$ cat src/rtl/fifo_probe_config.svh
`ifndef FIFO_PROBE_CONFIG_SVH
`define FIFO_PROBE_CONFIG_SVH

// stream word layout
`define FP_DATA_WIDTH 16
`define FP_USER_WIDTH 4

`define FP_FIFO_DEPTH 8     // power of two, at least 2
`define FP_ADDR_WIDTH 16    // AXI-lite byte address

`define FP_VERSION 32'h0001_0069
`define FP_MAGIC 32'h4649_464F  // "FIFO"

`endif

$ cat src/rtl/fifo_probe_pkg.sv
`include "fifo_probe_config.svh"

package fifo_probe_pkg;

    // word addresses, byte offset already dropped
    typedef enum logic [2:0] {
        REG_VERSION = 3'd0,
        REG_ID      = 3'd1,
        REG_CTRL    = 3'd2,
        REG_MAGIC   = 3'd3,
        REG_DEPTH   = 3'd4,
        REG_LEVEL   = 3'd5,
        REG_EMPTY   = 3'd6,
        REG_POP     = 3'd7
    } reg_addr_e;

    typedef struct packed {
        logic [32 - `FP_DATA_WIDTH - `FP_USER_WIDTH - 3:0] pad;
        logic                                              empty;
        logic                                              last;
        logic [`FP_USER_WIDTH - 1:0]                       user;
        logic [`FP_DATA_WIDTH - 1:0]                       data;
    } pop_fields_t;

    typedef union packed {
        logic [31:0] raw;
        pop_fields_t fields;
    } pop_word_t;

endpackage

$ cat src/rtl/reg_bus_if.sv
`timescale 1ns/1ns
`include "fifo_probe_config.svh"

interface reg_bus_if #(
    parameter int AW = `FP_ADDR_WIDTH - 2  // word address
);
    logic          rreq;
    logic [AW-1:0] raddr;
    logic [31:0]   rdata;
    logic          rack;

    logic          wreq;
    logic [AW-1:0] waddr;
    logic [31:0]   wdata;
    logic          wack;

    modport host (
        output rreq, raddr, wreq, waddr, wdata,
        input  rdata, rack, wack
    );

    modport regs (
        input  rreq, raddr, wreq, waddr, wdata,
        output rdata, rack, wack
    );

endinterface

$ cat src/rtl/stream_fifo.sv
`timescale 1ns/1ns
`include "fifo_probe_config.svh"

module stream_fifo #(
    parameter int DEPTH      = `FP_FIFO_DEPTH,
    parameter int DATA_WIDTH = `FP_DATA_WIDTH,
    parameter int USER_WIDTH = `FP_USER_WIDTH,
    localparam int PTR_W     = $clog2(DEPTH)
) (
    input  logic                  clk_i,
    input  logic                  reset_ni,

    input  logic [DATA_WIDTH-1:0] wr_data_i,
    input  logic [USER_WIDTH-1:0] wr_user_i,
    input  logic                  wr_last_i,
    input  logic                  wr_valid_i,
    output logic                  full_o,

    input  logic                  pop_i,
    input  logic                  flush_i,

    output logic [DATA_WIDTH-1:0] head_data_o,
    output logic [USER_WIDTH-1:0] head_user_o,
    output logic                  head_last_o,
    output logic                  empty_o,
    output logic [PTR_W:0]        level_o
);

    localparam int ENTRY_W = DATA_WIDTH + USER_WIDTH + 1;

    logic [ENTRY_W-1:0] mem [DEPTH];
    logic [PTR_W:0]     wr_ptr;
    logic [PTR_W:0]     rd_ptr;
    logic               push;
    logic               pull;

    // extra msb tells full from empty
    assign empty_o = (wr_ptr == rd_ptr);
    assign full_o  = (wr_ptr[PTR_W] != rd_ptr[PTR_W]) &&
                     (wr_ptr[PTR_W-1:0] == rd_ptr[PTR_W-1:0]);
    assign level_o = wr_ptr - rd_ptr;

    assign push = wr_valid_i && !full_o;
    assign pull = pop_i && !empty_o;   // pop on empty is ignored

    always_ff @(posedge clk_i) begin
        if (!reset_ni) begin
            wr_ptr <= '0;
            rd_ptr <= '0;
        end else if (flush_i) begin
            wr_ptr <= '0;
            rd_ptr <= '0;
        end else begin
            if (push) begin
                wr_ptr <= wr_ptr + 1'b1;
            end
            if (pull) begin
                rd_ptr <= rd_ptr + 1'b1;
            end
        end
    end

    always_ff @(posedge clk_i) begin
        if (push) begin
            mem[wr_ptr[PTR_W-1:0]] <= {wr_last_i, wr_user_i, wr_data_i};
        end
    end

    // first word fall through
    assign {head_last_o, head_user_o, head_data_o} = mem[rd_ptr[PTR_W-1:0]];

endmodule

$ cat src/rtl/axil_slave.sv
`timescale 1ns/1ns
`include "fifo_probe_config.svh"

module axil_slave (
    input  logic                      clk_i,
    input  logic                      reset_ni,

    input  logic [`FP_ADDR_WIDTH-1:0] awaddr_i,
    input  logic                      awvalid_i,
    output logic                      awready_o,

    input  logic [31:0]               wdata_i,
    input  logic                      wvalid_i,
    output logic                      wready_o,

    output logic [1:0]                bresp_o,
    output logic                      bvalid_o,
    input  logic                      bready_i,

    input  logic [`FP_ADDR_WIDTH-1:0] araddr_i,
    input  logic                      arvalid_i,
    output logic                      arready_o,

    output logic [31:0]               rdata_o,
    output logic [1:0]                rresp_o,
    output logic                      rvalid_o,
    input  logic                      rready_i,

    reg_bus_if.host                   bus
);

    localparam logic [1:0] RESP_OKAY = 2'b00;

    typedef enum logic [1:0] {R_IDLE, R_WAIT, R_RESP} r_state_e;
    typedef enum logic [1:0] {W_IDLE, W_WAIT, W_RESP} w_state_e;

    r_state_e r_state;
    w_state_e w_state;
    logic     aw_got;
    logic     w_got;
    logic     aw_hs;
    logic     w_hs;
    logic     bus_idle;

    assign bresp_o = RESP_OKAY;
    assign rresp_o = RESP_OKAY;

    assign bus_idle  = (r_state == R_IDLE) && (w_state == W_IDLE);
    assign arready_o = bus_idle;
    // read wins when both directions show up together
    assign awready_o = bus_idle && !arvalid_i && !aw_got;
    assign wready_o  = bus_idle && !arvalid_i && !w_got;

    assign aw_hs = awvalid_i && awready_o;
    assign w_hs  = wvalid_i && wready_o;

    always_ff @(posedge clk_i) begin
        if (!reset_ni) begin
            r_state  <= R_IDLE;
            bus.rreq <= 1'b0;
            rvalid_o <= 1'b0;
        end else begin
            bus.rreq <= 1'b0;   // single cycle pulse
            case (r_state)
                R_IDLE: if (arvalid_i && arready_o) begin
                    bus.raddr <= araddr_i[`FP_ADDR_WIDTH-1:2];
                    bus.rreq  <= 1'b1;
                    r_state   <= R_WAIT;
                end
                R_WAIT: if (bus.rack) begin
                    rdata_o  <= bus.rdata;
                    rvalid_o <= 1'b1;
                    r_state  <= R_RESP;
                end
                default: if (rready_i) begin
                    rvalid_o <= 1'b0;
                    r_state  <= R_IDLE;
                end
            endcase
        end
    end

    always_ff @(posedge clk_i) begin
        if (!reset_ni) begin
            w_state  <= W_IDLE;
            aw_got   <= 1'b0;
            w_got    <= 1'b0;
            bus.wreq <= 1'b0;
            bvalid_o <= 1'b0;
        end else begin
            bus.wreq <= 1'b0;
            case (w_state)
                W_IDLE: begin
                    if (aw_hs) begin
                        bus.waddr <= awaddr_i[`FP_ADDR_WIDTH-1:2];
                        aw_got    <= 1'b1;
                    end
                    if (w_hs) begin
                        bus.wdata <= wdata_i;
                        w_got     <= 1'b1;
                    end
                    // both halves in, fire the request
                    if ((aw_got || aw_hs) && (w_got || w_hs)) begin
                        aw_got   <= 1'b0;
                        w_got    <= 1'b0;
                        bus.wreq <= 1'b1;
                        w_state  <= W_WAIT;
                    end
                end
                W_WAIT: if (bus.wack) begin
                    bvalid_o <= 1'b1;
                    w_state  <= W_RESP;
                end
                default: if (bready_i) begin
                    bvalid_o <= 1'b0;
                    w_state  <= W_IDLE;
                end
            endcase
        end
    end

endmodule

$ cat src/rtl/fifo_reg_file.sv
`timescale 1ns/1ns
`include "fifo_probe_config.svh"

module fifo_reg_file #(
    parameter logic [31:0] ID = 32'h0,
    localparam int LEVEL_W    = $clog2(`FP_FIFO_DEPTH) + 1
) (
    input  logic                      clk_i,
    input  logic                      reset_ni,

    reg_bus_if.regs                   bus,

    output logic                      pop_o,
    output logic                      flush_o,
    input  logic [`FP_DATA_WIDTH-1:0] head_data_i,
    input  logic [`FP_USER_WIDTH-1:0] head_user_i,
    input  logic                      head_last_i,
    input  logic                      empty_i,
    input  logic [LEVEL_W-1:0]        level_i
);

    import fifo_probe_pkg::*;

    localparam int WAW = `FP_ADDR_WIDTH - 2;

    pop_word_t pop_word;
    reg_addr_e rd_reg;
    logic      rd_in_range;
    logic      wr_ctrl;

    assign rd_reg      = reg_addr_e'(bus.raddr[2:0]);
    assign rd_in_range = (bus.raddr[WAW-1:3] == '0);   // above 7 reads zero
    assign wr_ctrl     = (bus.waddr == WAW'(REG_CTRL));

    always_comb begin
        pop_word.raw = '0;
        pop_word.fields.empty = empty_i;
        if (!empty_i) begin
            pop_word.fields.last = head_last_i;
            pop_word.fields.user = head_user_i;
            pop_word.fields.data = head_data_i;
        end
    end

    always_ff @(posedge clk_i) begin
        if (!reset_ni) begin
            bus.rack <= 1'b0;
            bus.wack <= 1'b0;
            pop_o    <= 1'b0;
            flush_o  <= 1'b0;
        end else begin
            bus.rack <= bus.rreq;
            bus.wack <= bus.wreq;
            // head already latched, pop lands with the ack
            pop_o    <= bus.rreq && rd_in_range && (rd_reg == REG_POP) && !empty_i;
            flush_o  <= bus.wreq && wr_ctrl && bus.wdata[0];
        end
    end

    always_ff @(posedge clk_i) begin
        if (bus.rreq) begin
            if (!rd_in_range) begin
                bus.rdata <= '0;
            end else begin
                case (rd_reg)
                    REG_VERSION: bus.rdata <= `FP_VERSION;
                    REG_ID:      bus.rdata <= ID;
                    REG_MAGIC:   bus.rdata <= `FP_MAGIC;
                    REG_DEPTH:   bus.rdata <= 32'(`FP_FIFO_DEPTH);
                    REG_LEVEL:   bus.rdata <= 32'(level_i);
                    REG_EMPTY:   bus.rdata <= {31'b0, empty_i};
                    REG_POP:     bus.rdata <= pop_word.raw;
                    default:     bus.rdata <= '0;   // ctrl is write only
                endcase
            end
        end
    end

endmodule

$ cat src/rtl/fifo_probe_top.sv
`timescale 1ns/1ns
`include "fifo_probe_config.svh"

module fifo_probe_top #(
    parameter logic [31:0] ID = 32'h0
) (
    input  logic                      clk_i,
    input  logic                      reset_ni,

    input  logic [`FP_DATA_WIDTH-1:0] in_data_i,
    input  logic [`FP_USER_WIDTH-1:0] in_user_i,
    input  logic                      in_last_i,
    input  logic                      in_valid_i,
    output logic                      in_full_o,

    input  logic [`FP_ADDR_WIDTH-1:0] awaddr_i,
    input  logic                      awvalid_i,
    output logic                      awready_o,
    input  logic [31:0]               wdata_i,
    input  logic                      wvalid_i,
    output logic                      wready_o,
    output logic [1:0]                bresp_o,
    output logic                      bvalid_o,
    input  logic                      bready_i,
    input  logic [`FP_ADDR_WIDTH-1:0] araddr_i,
    input  logic                      arvalid_i,
    output logic                      arready_o,
    output logic [31:0]               rdata_o,
    output logic [1:0]                rresp_o,
    output logic                      rvalid_o,
    input  logic                      rready_i
);

    localparam int LEVEL_W = $clog2(`FP_FIFO_DEPTH) + 1;

    logic                      fifo_pop;
    logic                      fifo_flush;
    logic [`FP_DATA_WIDTH-1:0] head_data;
    logic [`FP_USER_WIDTH-1:0] head_user;
    logic                      head_last;
    logic                      fifo_empty;
    logic [LEVEL_W-1:0]        fifo_level;

    reg_bus_if reg_bus ();

    stream_fifo fifo_i (
        .clk_i       (clk_i),
        .reset_ni    (reset_ni),
        .wr_data_i   (in_data_i),
        .wr_user_i   (in_user_i),
        .wr_last_i   (in_last_i),
        .wr_valid_i  (in_valid_i),
        .full_o      (in_full_o),
        .pop_i       (fifo_pop),
        .flush_i     (fifo_flush),
        .head_data_o (head_data),
        .head_user_o (head_user),
        .head_last_o (head_last),
        .empty_o     (fifo_empty),
        .level_o     (fifo_level)
    );

    axil_slave axil_i (
        .clk_i     (clk_i),
        .reset_ni  (reset_ni),
        .awaddr_i  (awaddr_i),
        .awvalid_i (awvalid_i),
        .awready_o (awready_o),
        .wdata_i   (wdata_i),
        .wvalid_i  (wvalid_i),
        .wready_o  (wready_o),
        .bresp_o   (bresp_o),
        .bvalid_o  (bvalid_o),
        .bready_i  (bready_i),
        .araddr_i  (araddr_i),
        .arvalid_i (arvalid_i),
        .arready_o (arready_o),
        .rdata_o   (rdata_o),
        .rresp_o   (rresp_o),
        .rvalid_o  (rvalid_o),
        .rready_i  (rready_i),
        .bus       (reg_bus.host)
    );

    fifo_reg_file #(
        .ID (ID)
    ) regs_i (
        .clk_i       (clk_i),
        .reset_ni    (reset_ni),
        .bus         (reg_bus.regs),
        .pop_o       (fifo_pop),
        .flush_o     (fifo_flush),
        .head_data_i (head_data),
        .head_user_i (head_user),
        .head_last_i (head_last),
        .empty_i     (fifo_empty),
        .level_i     (fifo_level)
    );

endmodule

$ cat config.mk
export PLATFORM = sky130hd
export DESIGN_NAME = fifo_probe_top
export DESIGN_NICKNAME = d
export VERILOG_FILES = /design/src/rtl/fifo_probe_pkg.sv /design/src/rtl/reg_bus_if.sv /design/src/rtl/stream_fifo.sv /design/src/rtl/axil_slave.sv /design/src/rtl/fifo_reg_file.sv /design/src/rtl/fifo_probe_top.sv
export VERILOG_INCLUDE_DIRS = /design/src /design/src/rtl
export SDC_FILE = /design/constraint.sdc
export NUM_CORES = 1
export LEC_CHECK = 0
export BUFFER_PORTS_ARGS = -buffer_cell sky130_fd_sc_hd__buf_4
export CAP_MARGIN = 30
export CORE_MARGIN = 3
export CORE_UTILIZATION = 52
export CTS_CLUSTER_SIZE = 16
export DETAILED_ROUTE_END_ITERATION = 6
export GPL_TIMING_DRIVEN = 0
export PLACE_DENSITY = 0.76
export SETUP_SLACK_MARGIN = 0.05
export SYNTH_ARGS = -nofsm -noshare
export SYNTH_HDL_FRONTEND = slang
export SYNTH_SLANG_ARGS = --single-unit
$ cat constraint.sdc
create_clock -name clk_i -period 3.4 [get_ports clk_i]
set_input_delay 0.51 -clock clk_i [delete_from_list [all_inputs] [get_ports clk_i]]
set_output_delay 0.51 -clock clk_i [all_outputs]
set_load 0.05 [all_outputs]
; ---- Word-level counts from Yosys, hierarchy flattened
; Memories as Yosys holds them, arrays and structs flattened. A register that Yosys moved wholly into a read port is not among the register bits.
; Cells that the tools add are included.
[totals]
reg_bits = 115
ramBits = 168
output_inout_bits = 42
mem_count = 1
[memory_table]
columns = name, depth, word_bits, rd, rd_ports_with_merged_regs, wr, line_no
row1 = fifo_i.mem, 8, 21, 1, 1, 1, stream_fifo.sv:31  ; logic [ENTRY_W-1:0] mem [DEPTH];
[op_classes]
add_sub_neg = 3
n_eq_ne = 15
n_mux = 26
bitwise = 3
n_reduce_logical = 46
[ops]
columns = cell, n
row1 = 31-bit one-hot mux with 6 select lines, 1
row2 = 3-bit AND reduction, 8
row3 = 21-bit 2-to-1 mux, 1
row4 = 1-bit logical AND, 16
row5 = 14-bit by 2-bit == test with 1-bit output (second input constant), 1
row6 = 3-bit == test (second input constant), 4
row7 = 1-bit 2-to-1 mux, 12
row8 = 2-bit 2-to-1 mux, 6
row9 = 11-bit zero test, 1
row10 = 4-bit by 1-bit adder with 4-bit output (second input constant), 2
row11 = 2-bit one-hot mux with 2 select lines, 2
row12 = 2-bit AND reduction, 4
row13 = 2-bit nonzero test, 4
row14 = 3-bit 2-to-1 mux, 2
row15 = 3-bit nonzero test, 2
row16 = 1-bit zero test, 5
row17 = 2-bit by 1-bit == test with 1-bit output (second input constant), 2
row18 = 4-bit == test, 1
row19 = 2-bit zero test, 2
row20 = 2-bit by 1-bit != test with 1-bit output (second input constant), 2
row21 = 2-bit != test (second input constant), 2
row22 = 1-bit one-hot mux with 2 select lines, 2
row23 = 4-bit subtractor, 1
row24 = 3-bit by 2-bit == test with 1-bit output (second input constant), 1
row25 = 6 further kinds, 9

; ---- Logic depth before layout (Yosys ltp)
[depth]
word_depth = 9
mapped_depth = 8
depth_no_buf = 8

; ---- Cells and area by module
; From an unflattened synthesis, not the netlist that was laid out.
[unflattened]
hier_cells = 574
hier_area_um2 = 11703.7
[modules_own_cells]
columns = module, n_inst, cells_per_inst, area_each_um2, seq_area_each_um2
row1 = stream_fifo, 1, 317, 7085.5, 5265.0
row2 = axil_slave, 1, 148, 3276.9, 2962.8
row3 = fifo_reg_file, 1, 109, 1341.3, 770.7

; ---- Worst setup path before layout
; OpenSTA, ideal clock, no wires.
[synth_timing]
kind = register to register
start = register fifo_i.wr_ptr[1]
end = memory fifo_i.mem[0][0] (netlist bit) (enable)
arrival_ns = 2.785
t_required_ns = 2.975
slack_ns = 0.189
path_stages_with_launch = 6
path_buffers = 0
synth_period_minus_slack_ns = 3.211
path_cell_list = dfxtp_1 ha_1 nand3_1 o21ai_1 nand2b_1 nor3_1
[synth_between]
elab_chain_cells = 6
[synth_lines]
columns = item, line_no
row1 = from (decl), stream_fifo.sv:32  ; logic [PTR_W:0] wr_ptr;
row2 = from (signal assigned), stream_fifo.sv:55  ; wr_ptr <= wr_ptr + 1'b1;
row3 = 3-bit == test, stream_fifo.sv:40  ; (wr_ptr[PTR_W-1:0] == rd_ptr[PTR_W-1:0]);
row4 = 1-bit logical AND, stream_fifo.sv:39  ; assign full_o = (wr_ptr[PTR_W] != rd_ptr[PTR_W]) &&
row5 = 1-bit zero test, stream_fifo.sv:43  ; assign push = wr_valid_i && !full_o;
row6 = 1-bit logical AND, stream_fifo.sv:43
row7 = 1-bit 2-to-1 mux, stream_fifo.sv:64  ; if (push) begin
row8 = 1-bit 2-to-1 mux (not written as such), stream_fifo.sv:65  ; mem[wr_ptr[PTR_W-1:0]] <= {wr_last_i, wr_user_i, wr_data_i};
row9 = to (decl), stream_fifo.sv:31
; Parallel ways exist; a longest one is shown, timed or not.

; ---- Final worst setup path
[layout_timing]
start = register fifo_i.wr_ptr[1]
end = memory fifo_i.mem[4][9] (netlist bit) (enable)
; Same word-level chain as after synthesis.

==> flow_summary.yaml <==
clocking:
  path_clk_slew_ns: 0.06
  post-cts-setup-buffers: 0
  numCtsBuffers: 26
  cts_sinks: 268
  cts_resized: 0
  postCtsHoldBufs: 0
  clock-root-buffer: "clkbuf_16"
  clkLatencyLatePin_ns: 0.53
  clockBufferDepth: 3
  cts_tree: "built"
  cts_htree_levels: 1
run:
  max_cap_viol_count: 0
floorplanning:
  rows: 50
  dieArea_sq_mm: 0.0212
  coreArea_sq_mm: 0.0190
  start_util_pct: 53.5
  die_y_um: 146
  ioPinCount: 135
  die_w_um: 146
placed_design:
  dp.cells: 899
  portBuffers: 89
  gp_congestion: 0.849
  dp_hpwl_um: 12800
logic_synthesis:
  syn_area_sq_mm: 0.0101
  yosysTopAreaCell: "edfxtp_1"
  synthArstFlopShare_pct: 0
  ys_types: 46
  synth_top_area_share_pct: 71.9
  yosys_warnings: 0
  synth_flop_cell: "edfxtp_1"
  syn_avg_cell_area_sq_um: 19.1
  synthTopCellsByArea: "edfxtp_1 (72%), mux4_2 (9.3%), dfxtp_1 (4.9%)"
  synthCells: 532
  yosysSeqAreaShare_pct: 76.9
  ys_ff_latch: 268
  synth_edf_count: 243
global_route:
  antenna_found_initial: 0
  track_usage_pct: 18.5
  grt_pass1_wl_um: 30600
  grt_pass1_vias: 5346
  grt_max_degree: 25
  grt_overflow: 0
cells_and_area:
  nFillCells: 1247
  diodes: 0
  mostFrequentLayoutCells: "edfxtp_1 (243), buf_4 (104), mux4_2 (42)"
  final_common_cell: "edfxtp_1"
  areaGrowthSynthToFinish_pct: 20.3
  fin_nets: 766
  drive_gt1_share_pct: 33.6
  stdcell_count: 947
timing:
  fin_hold_ws_ns: 0.160
  worst_slew_pin_slew_ns: 0.979
  report.final.slew_viol_count: 0
  fin_worst_skew_ns: 0.0129
  fmax_ghz: 0.335
  fin_crit_ns: 2.99
  setup_viol: 0
  fin_crit_sh_pct: 87.8
  relSlewSlack_pct: 34.7
  hold_viol_final: 0
  rsz0062_at_grt: "no"
critical_path:
  cp-end-kind: "register"
  path_class: "reg -> reg"
  start_kind: "register"
  critPathArrivalTime_ns: 3.21
  cp_max_fo: 11
  worstPathRequired_ns: 3.63
pwr:
  powerDensity_mw_per_mm2: 562
  ir_drop_mv: 0.317
  p_leak_nw: 4.12
detailed_routing:
  wl_um: 19400
  drt_iter0_drc: 427
  first_pass_iters: 5
  antenna_left: 0
  viasPerCell: 5.51
  drc_errors: 0
  vias: 5215
  wire_per_inst_um: 20.5
run_status:
  status: "completed"
hold_path:
  hold_path.class: "in -> reg"
-- Yosys cell counts (all sizes together), types with 2 or more instances --
cell type	count
dfxtp	25
and3	6
mux2	10
a21oi	13
nor4b	2
nand2b	7
nor2b	2
nand2	17
xnor2	4
inv	10
nand4	2
clkbuf	5
o21ai	10
a31oi	5
nor2	33
a22oi	2
nor4	6
mux2i	12
edfxtp	243
nor3	7
buf	27
xor2	4
o211ai	4
and2	6
nor3b	2
ha	5
o22ai	3
mux4	42
nand3	6
-- stage by stage --
step | power (mW) | setup WS [ns] | TNS, ns | util, % | cell area [sq um]
3_3_place_gp | 4.09 | -1.33 | -85.46 | 58.9 | 11200
6_report | 6.86 | 0.413 | 0 | 64.4 | 12200
4_1_cts | 6.91 | 0.385 | 0 | 64.4 | 12200
3_5_place_dp | 4.12 | 0.468 | 0 | 59.9 | 11300
2_1_floorplan | 3.96 | 0.189 | 0 | - | 10200
5_1_grt | 7.07 | 0.201 | 0 | 64.4 | 12200
-- path summary, 6_finish.rpt --
kind	depth (start not counted)	slack, ns	to	startpoint
setup / recovery	6	0.41	fifo_i.mem[4][9]	fifo_i.wr_ptr[1]
hold / removal	1	0.16	axil_i.bus.raddr[2]	araddr_i[4]
setup reg to reg	6	0.41	fifo_i.mem[4][9]	fifo_i.wr_ptr[1]
hold reg to reg	0	0.42	axil_i.rdata_o[15]	regs_i.bus.rdata[15]
-- critical path: stages, from the launching register on --
cell and delay, ns:
dfxtp_1 0.56, ha_1 0.33, nand3_1 0.32, o21ai_1 0.19, nand2b_1 0.31, nor2_2 0.73
buf_8 0.25
-- report_power, final --
part	total, mW	switching, mW	internal (mW)
Combinational	0.336	0.205	0.131
Sequential	3.72	0.0383	3.68
Clock	2.80	1.20	1.61
Total	6.86	1.44	5.42
-- flip-flops by register name, indices dropped and copies added (netlist names), 2 cells and up, named ones only --
register / count
axil_i.r_state: 2
fifo_i.mem: 168
regs_i.bus.rdata: 23
axil_i.bus.raddr: 14
axil_i.rdata_o: 23
fifo_i.wr_ptr: 4
axil_i.w_state: 2
axil_i.bus.waddr: 14
fifo_i.rd_ptr: 4
-- layer usage --
| metal | vias to the layer above | share of wire (%) | GRT usage [%] |
|---|---|---|---|
| li1 | 2363 | - | - |
| met1 | 2643 | 41 | 24.6 |
| met2 | 177 | 51 | 31.8 |
| met3 | 32 | 6.1 | 3.77 |
| met4 | 0 | 1.9 | 4.84 |
| met5 | - | 0 | 0 |
-- final cells by class --
class	instances	area, sq um	share of cell area, %
Tap cell	260	325	2.67
Timing Repair Buffer	98	817	6.69
Clock buffer	28	678	5.56
Sequential cell	268	7800	63.9
Multi-Input combinational cell	231	2170	17.8
Clock inverter	20	179	1.47
Inverter	10	37.5	0.308
Buffer	32	196	1.61
-- kinds of logic after synthesis --
group	count (synthesis)	synth area share [%]
simple gates	101	5.13
other cells	1	0.0370
buf+inv	42	2.31
xor+xnor	8	0.691
fa+ha+maj	6	0.814
compound gates	42	2.52
mux	64	11.6
flops	268	76.9
(Power assumes the default switching activity.)
